`src/source/ks_pkg.sv`:
```
`default_nettype none

package ks_pkg;

    parameter int DATA_W = 64;  // operand width

    typedef logic [DATA_W-1:0] word_t;  // operands, sums, propagate/generate
    typedef logic [31:0]       count_t; // counters and APB data
    typedef logic [7:0]        apb_addr_t;

    // one pipeline slot between the pg, prefix and sum stages
    typedef struct packed {
        logic  valid;
        logic  sub;    // subtract op, b already inverted
        logic  msb_a;  // sign of a
        logic  msb_b;  // sign of b after inversion
        word_t p;      // bitwise propagate, kept for the sum
        word_t gp;     // group propagate
        word_t gg;     // group generate, carry out of bit i when done
        logic  cin;    // carry into bit 0
    } pg_word_t;

    // finished result
    typedef struct packed {
        logic  valid;
        word_t sum;
        logic  cout;
        logic  ovf;
    } result_t;

    // APB register map
    localparam apb_addr_t REG_OPS   = 8'h00;
    localparam apb_addr_t REG_COUT  = 8'h04;
    localparam apb_addr_t REG_OVF   = 8'h08;
    localparam apb_addr_t REG_CLEAR = 8'h0C;

endpackage

`default_nettype wire

```
`src/source/ks_pg_stage.sv`:
```
`timescale 1ns/1ps
`default_nettype none

module ks_pg_stage
    import ks_pkg::*;
(
    input  logic     clk,
    input  logic     rst,
    input  logic     in_valid,
    input  word_t    in_a,
    input  word_t    in_b,
    input  logic     in_cin,
    input  logic     in_sub,
    output pg_word_t pg_out
);

    word_t    b_eff;
    logic     cin_eff;
    word_t    p;
    word_t    g;
    pg_word_t pg_next;

    // a - b = a + ~b + 1, the caller's cin is dropped
    assign b_eff   = in_sub ? ~in_b : in_b;
    assign cin_eff = in_sub ? 1'b1 : in_cin;

    assign p = in_a ^ b_eff;
    assign g = in_a & b_eff;

    always_comb begin
        pg_next.valid = in_valid;
        pg_next.sub   = in_sub;
        pg_next.msb_a = in_a[DATA_W-1];
        pg_next.msb_b = b_eff[DATA_W-1];
        pg_next.p     = p;
        pg_next.cin   = cin_eff;
        // bit 0 absorbs the carry-in here, so its group already reaches
        // down to position -1 and needs no further combining
        pg_next.gg    = {g[DATA_W-1:1], g[0] | (p[0] & cin_eff)};
        pg_next.gp    = {p[DATA_W-1:1], 1'b0};
    end

    always_ff @(posedge clk) begin
        pg_out <= pg_next;
        if (rst) begin
            pg_out.valid <= 1'b0;  // payload keeps its value
        end
    end

    // no X may enter the carry tree on an accepted op
    a_known_operands: assert property (
        @(posedge clk) disable iff (rst)
        in_valid |-> !$isunknown({in_a, in_b, in_cin, in_sub})
    ) else $error("ks_pg_stage: unknown operand while in_valid is high");

endmodule

`default_nettype wire

```
`src/source/ks_prefix_stage.sv`:
```
`timescale 1ns/1ps
`default_nettype none

module ks_prefix_stage
    import ks_pkg::*;
#(
    parameter int FIRST_DIST = 1,  // distance of the first level in this stage
    parameter int NUM_LEVELS = 2
) (
    input  logic     clk,
    input  logic     rst,
    input  pg_word_t pg_in,
    output pg_word_t pg_out
);

    // level 0 is the stage input, level NUM_LEVELS the combined result
    word_t    gp_lvl [NUM_LEVELS+1];
    word_t    gg_lvl [NUM_LEVELS+1];
    pg_word_t pg_next;

    assign gp_lvl[0] = pg_in.gp;
    assign gg_lvl[0] = pg_in.gg;

    genvar lvl;
    genvar i;
    generate
        for (lvl = 0; lvl < NUM_LEVELS; lvl++) begin : g_level
            localparam int DIST = FIRST_DIST << lvl;

            for (i = 0; i < DATA_W; i++) begin : g_bit
                if (i >= DIST) begin : g_comb
                    // (g, p)[i] o (g, p)[i-DIST]
                    assign gg_lvl[lvl+1][i] = gg_lvl[lvl][i] |
                                              (gp_lvl[lvl][i] & gg_lvl[lvl][i-DIST]);
                    assign gp_lvl[lvl+1][i] = gp_lvl[lvl][i] & gp_lvl[lvl][i-DIST];
                end else begin : g_pass
                    // group already spans bit 0 and with it the carry-in
                    assign gg_lvl[lvl+1][i] = gg_lvl[lvl][i];
                    assign gp_lvl[lvl+1][i] = gp_lvl[lvl][i];
                end
            end
        end
    endgenerate

    always_comb begin
        pg_next    = pg_in;  // sign bits, p and cin ride along
        pg_next.gp = gp_lvl[NUM_LEVELS];
        pg_next.gg = gg_lvl[NUM_LEVELS];
    end

    always_ff @(posedge clk) begin
        pg_out <= pg_next;
        if (rst) begin
            pg_out.valid <= 1'b0;
        end
    end

    // positions below the first distance arrive as finished groups
    a_low_groups_done: assert property (
        @(posedge clk) disable iff (rst)
        pg_in.valid |-> (pg_in.gp[FIRST_DIST-1:0] == '0)
    ) else $error("ks_prefix_stage: unfinished group below the first distance");

endmodule

`default_nettype wire

```
`src/source/ks_sum_stage.sv`:
```
`timescale 1ns/1ps
`default_nettype none

module ks_sum_stage
    import ks_pkg::*;
(
    input  logic     clk,
    input  logic     rst,
    input  pg_word_t pg_in,
    output result_t  res
);

    word_t   carries;  // carry into each bit
    word_t   sum;
    logic    cout;
    logic    ovf;
    result_t res_next;

    // carry into bit i is the group generate of bit i-1, bit 0 takes cin
    assign carries = {pg_in.gg[DATA_W-2:0], pg_in.cin};

    assign sum  = pg_in.p ^ carries;
    assign cout = pg_in.gg[DATA_W-1];  // for subtract, 1 means no borrow

    // same-signed operands giving a result of the other sign
    assign ovf = (pg_in.msb_a == pg_in.msb_b) && (sum[DATA_W-1] != pg_in.msb_a);

    always_comb begin
        res_next.valid = pg_in.valid;
        res_next.sum   = sum;
        res_next.cout  = cout;
        res_next.ovf   = ovf;
    end

    always_ff @(posedge clk) begin
        res <= res_next;
        if (rst) begin
            res.valid <= 1'b0;
        end
    end

    // the pg stage must have forced the +1 of two's complement
    a_sub_cin: assert property (
        @(posedge clk) disable iff (rst)
        (pg_in.valid && pg_in.sub) |-> pg_in.cin
    ) else $error("ks_sum_stage: subtract reached the sum without carry-in");

endmodule

`default_nettype wire

```
`src/source/ks_apb_regs.sv`:
```
`timescale 1ns/1ps
`default_nettype none

module ks_apb_regs
    import ks_pkg::*;
(
    input  logic      clk,
    input  logic      rst,
    input  logic      psel,
    input  logic      penable,
    input  logic      pwrite,
    input  apb_addr_t paddr,
    input  count_t    pwdata,
    output count_t    prdata,
    output logic      pready,
    output logic      pslverr,
    input  result_t   res
);

    count_t ops_cnt;
    count_t cout_cnt;
    count_t ovf_cnt;

    logic access;    // APB access phase
    logic addr_hit;
    logic ro_write;  // write to one of the counters
    logic clear;

    assign access = psel && penable;

    always_comb begin
        case (paddr)
            REG_OPS, REG_COUT, REG_OVF, REG_CLEAR: addr_hit = 1'b1;
            default:                               addr_hit = 1'b0;
        endcase
    end

    assign ro_write = pwrite && addr_hit && (paddr != REG_CLEAR);
    assign clear    = access && pwrite && (paddr == REG_CLEAR);

    // clear beats a result on the same edge
    always_ff @(posedge clk) begin
        if (rst || clear) begin
            ops_cnt  <= '0;
            cout_cnt <= '0;
            ovf_cnt  <= '0;
        end else if (res.valid) begin
            ops_cnt  <= ops_cnt + 1'b1;              // wraps at 2^32
            cout_cnt <= cout_cnt + count_t'(res.cout);
            ovf_cnt  <= ovf_cnt + count_t'(res.ovf);
        end
    end

    // read mux straight off the counter flops
    always_comb begin
        case (paddr)
            REG_OPS:  prdata = ops_cnt;
            REG_COUT: prdata = cout_cnt;
            REG_OVF:  prdata = ovf_cnt;
            default:  prdata = '0;  // REG_CLEAR and holes
        endcase
    end

    assign pready  = 1'b1;  // zero wait states
    assign pslverr = access && (!addr_hit || ro_write);

    // access phase only ever follows a selected setup phase
    a_penable_psel: assert property (
        @(posedge clk) disable iff (rst)
        penable |-> psel
    ) else $error("ks_apb_regs: penable without psel");

    // the clear register takes any value, but the bus must still drive one
    a_wdata_known: assert property (
        @(posedge clk) disable iff (rst)
        (access && pwrite) |-> !$isunknown(pwdata)
    ) else $error("ks_apb_regs: unknown pwdata on write");

endmodule

`default_nettype wire

```
`src/source/ks_adder_top.sv`:
```
`timescale 1ns/1ps
`default_nettype none

module ks_adder_top
    import ks_pkg::*;
(
    input  logic      clk,
    input  logic      rst,
    // operand stream
    input  logic      in_valid,
    input  word_t     in_a,
    input  word_t     in_b,
    input  logic      in_cin,
    input  logic      in_sub,
    // result stream, 5 cycles behind the input
    output logic      out_valid,
    output word_t     out_sum,
    output logic      out_cout,
    output logic      out_ovf,
    // APB3 status registers
    input  logic      psel,
    input  logic      penable,
    input  logic      pwrite,
    input  apb_addr_t paddr,
    input  count_t    pwdata,
    output count_t    prdata,
    output logic      pready,
    output logic      pslverr
);

    pg_word_t pg_0;  // after pg stage
    pg_word_t pg_1;  // distances 1, 2
    pg_word_t pg_2;  // distances 4, 8
    pg_word_t pg_3;  // distances 16, 32
    result_t  res;

    ks_pg_stage u_pg (
        .clk      (clk),
        .rst      (rst),
        .in_valid (in_valid),
        .in_a     (in_a),
        .in_b     (in_b),
        .in_cin   (in_cin),
        .in_sub   (in_sub),
        .pg_out   (pg_0)
    );

    ks_prefix_stage #(.FIRST_DIST(1), .NUM_LEVELS(2)) u_prefix_0 (
        .clk    (clk),
        .rst    (rst),
        .pg_in  (pg_0),
        .pg_out (pg_1)
    );

    ks_prefix_stage #(.FIRST_DIST(4), .NUM_LEVELS(2)) u_prefix_1 (
        .clk    (clk),
        .rst    (rst),
        .pg_in  (pg_1),
        .pg_out (pg_2)
    );

    ks_prefix_stage #(.FIRST_DIST(16), .NUM_LEVELS(2)) u_prefix_2 (
        .clk    (clk),
        .rst    (rst),
        .pg_in  (pg_2),
        .pg_out (pg_3)
    );

    ks_sum_stage u_sum (
        .clk   (clk),
        .rst   (rst),
        .pg_in (pg_3),
        .res   (res)
    );

    ks_apb_regs u_regs (
        .clk     (clk),
        .rst     (rst),
        .psel    (psel),
        .penable (penable),
        .pwrite  (pwrite),
        .paddr   (paddr),
        .pwdata  (pwdata),
        .prdata  (prdata),
        .pready  (pready),
        .pslverr (pslverr),
        .res     (res)
    );

    assign out_valid = res.valid;
    assign out_sum   = res.sum;
    assign out_cout  = res.cout;
    assign out_ovf   = res.ovf;

endmodule

`default_nettype wire

```
`config.mk`:
```
export PLATFORM = sky130hd
export DESIGN_NAME = ks_adder_top
export DESIGN_NICKNAME = d
export VERILOG_FILES = /design/src/source/ks_pkg.sv /design/src/source/ks_pg_stage.sv /design/src/source/ks_prefix_stage.sv /design/src/source/ks_sum_stage.sv /design/src/source/ks_apb_regs.sv /design/src/source/ks_adder_top.sv
export SDC_FILE = /design/constraint.sdc
export NUM_CORES = 1
export LEC_CHECK = 0
export ABC_AREA = 0
export BUFFER_PORTS_ARGS = -buffer_cell sky130_fd_sc_hd__buf_4
export CAP_MARGIN = 10
export CORE_MARGIN = 2
export CORE_UTILIZATION = 30
export DETAILED_ROUTE_END_ITERATION = 6
export PLACE_DENSITY = 0.52
export RECOVER_POWER = 50
export SYNTH_ARGS = -nofsm -noshare
export SYNTH_HDL_FRONTEND = slang
export SYNTH_HIERARCHICAL = 1
export SYNTH_SLANG_ARGS = --single-unit
```
`constraint.sdc`:
```
create_clock -name clk -period 4.1 [get_ports clk]
set_clock_uncertainty 0.1 [all_clocks]
set_input_delay 0 -clock clk [delete_from_list [all_inputs] [get_ports clk]]
set_output_delay 0 -clock clk [all_outputs]
set_load 0.05 [all_outputs]
```
==> qor.csv <==
stage;metric;value;unit
drt;Residual DRC;0;
die;I/O Pins;277;
clock_tree;H-tree lvl count;3;
worst_setup_path;CP max stage delay;0.52;ns
cells_and_area;final core utilization;0.403;
die;Die Ht;290;um
sta;final slew viol count;0;
drt;Antenna Violating Nets Remaining;0;
clock_tree;CTS tree;yes;
grt;largest net degree at the start of global routing;97;
worst_setup_path;worst-path fanout max;11;
die;row cnt;104;
drt;wire length per cell;15.9;um
placed_design;post-DP HPWL;43.6;mm
worst_setup_path;Reg2Reg Depth;6;
hold_path;Hold Path Class;in -> reg;
cells_and_area;Nets;2893;
worst_setup_path;Worst Setup End Kind;register;
power;peak supply drop;0.374;mV
cells_and_area;register area;16000;um^2
cells_and_area;commonest non-fill, non-tap cell in the layout;dfxtp_1;
outcome;outcome;completed;
sta;setup violators final;0;
worst_setup_path;Critical Path RT;4.45;ns
sta;Final Hold Vio Count;0;
cells_and_area;Non-Filler Instances;3776;
sta;relative slew slack;0.266;
cells_and_area;Fill cells;7691;
clock_tree;root buffer cell;clkbuf_16;
drt;total routed wirelength;60.2;mm
logic_synthesis;Synth Area per Inst;11.3;um^2
logic_synthesis;cell area after synthesis;24500;um^2
grt;global-route wire length before repair;92.2;mm
worst_setup_path;Worst path top cell family by delay;simple AND/OR/NAND/NOR gates;
drt;drt first-iter violations;555;
grt;total global-route track usage;0.143;
grt;antenna violations before repair;1;
clock_tree;Clk Latency, worst-skew pair;0.63;ns
hold_path;Hold Crit Depth;3;
job;number of max-cap violations;0;
power;LEAKAGE;13.5;nW
worst_setup_path;Worst path depth;6;
grt;GRT overflow;0;
cells_and_area;ANT cells;0;
cells_and_area;commonest non-fill, non-tap cells in the layout;dfxtp_1 (799), nor2_1 (265), dlygate4sd3_1 (258);
placed_design;Port Buffers;243;
sta;Final period util;0.574;
worst_setup_path;Buf/Inv on CP;0;
die;core box area;80700;um^2
clock_tree;number of gates resized after cts;0;
clock_tree;CTS Buf Count;83;
placed_design;Placed Instances;3364;
sta;RSZ-0062 raised after global routing;false;
die;Initial Utilization;0.303;
worst_setup_path;CP arrival;2.70;ns
power;pwr/cell area;618;nW/um^2
clock_tree;buffer levels on the longest clock path;3;
drt;drt pass-1 iters;6;
worst_setup_path;Worst path slowest cell;nor4_1;
die;DIE WIDTH;290;um
logic_synthesis;cell count after synthesis;2166;
placed_design;Final GP Congestion;0.852;
sta;setup TNS;0;ns
cells_and_area;area grow syn2layout;32.8;%
worst_setup_path;Top cell by count, worst path;ha_1;
sta;final worst path period need;2.35;ns
clock_tree;Clock Sinks;799;
grt;vias in the first global route;17000;
clock_tree;Worst-path clk slew;0.06;ns
die;die area;83900;um^2
sta;slew at the pin with the worst max-slew slack;1.10;ns
power;total power draw;20.1;mW
clock_tree;post-CTS setup buffers;0;
worst_setup_path;Setup Crit Path Kind;reg -> reg;
worst_setup_path;Critical Path Start Type;register;
cells_and_area;multi-input logic area;7660;um^2
drt;vias per inst;4.29;
logic_synthesis;Syn. warnings;6;
worst_setup_path;worst path cell trace;ha_1 > ha_1 > nand3_1 > nor4_1 > xnor2_1 > nor2_1;
drt;vias;16200;
cells_and_area;share of layout cells above drive strength 1;0.151;
logic_synthesis;syn nets;2411;
sta;Max Fclk;425;MHz
[final timing paths]
check                                             startpoint                               to  slack, ns
worst max-delay path                    u_sum/res[0]$_DFF_P_  u_regs/ovf_cnt[22]$_SDFFE_PP0P_       1.75
worst min-delay path                                  in_sub          u_pg/pg_out[23]$_DFF_P_       0.04
worst max register to register          u_sum/res[0]$_DFF_P_  u_regs/ovf_cnt[22]$_SDFFE_PP0P_       1.75
worst min register to register  u_prefix_1/pg_out[0]$_DFF_P_     u_prefix_2/pg_out[0]$_DFF_P_       0.22
[per-stage QoR]
step | setup slack [ns] | area, um^2 | hold WS (ns)
after global routing | 1.50 | 32500 | 0.0425
after detailed placement | 1.77 | 26900 | 0.0223
after CTS | 1.75 | 32500 | 0.00713
final | 1.75 | 32500 | 0.0364
after global placement | 1.79 | 26900 | 0.0201
after floorplan | 1.82 | 24500 | -0.0723
[cell type report]
| cell class | instances | share of cell area |
|---|---|---|
| Clock buffer | 117 | 0.0743 |
| Clock inverter | 36 | 0.0185 |
| Inverter | 16 | 0.00185 |
| Multi-Input combinational cell | 1242 | 0.236 |
| Sequential cell | 799 | 0.492 |
| Tap cell | 1060 | 0.0408 |
| Timing Repair Buffer | 506 | 0.137 |
[metal layers]
| metal | global-route usage | up-vias | share of wire |
|---|---|---|---|
| li1 | - | 8143 | - |
| met1 | 0.174 | 7573 | 0.44 |
| met2 | 0.245 | 358 | 0.48 |
| met3 | 0.0288 | 114 | 0.047 |
| met4 | 0.0595 | 0 | 0.033 |
| met5 | 0 | - | 0 |
[sequential cells by signal, indices dropped and copies added (netlist names)]
signal,flops
u_pg/pg_out,132
u_prefix_0/pg_out,192
u_prefix_1/pg_out,180
u_prefix_2/pg_out,132
u_regs/cout_cnt,32
u_regs/ops_cnt,32
u_regs/ovf_cnt,32
u_sum/res,67
[tightest hold or removal path, cell delays in order]
cell and delay [ns]:
buf_4 0.30, xor2_1 0.24, ha_1 0.18
[report_power, final]
| part | switching, mW | leakage (nW) | total (mW) | internal [mW] |
|---|---|---|---|---|
| Sequential | 0.591 | 6.66 | 9.47 | 8.88 |
| Combinational | 1.61 | 5.37 | 2.58 | 0.968 |
| Clock | 3.18 | 1.47 | 8.04 | 4.86 |
[what timing repair did]
item / in CTS / in global routing
hold endpoints to repair: 136 / 0
setup endpoints to repair: 0 / 0
hold buffers: 258 / 0
Power figures use the tool's default switching activity.
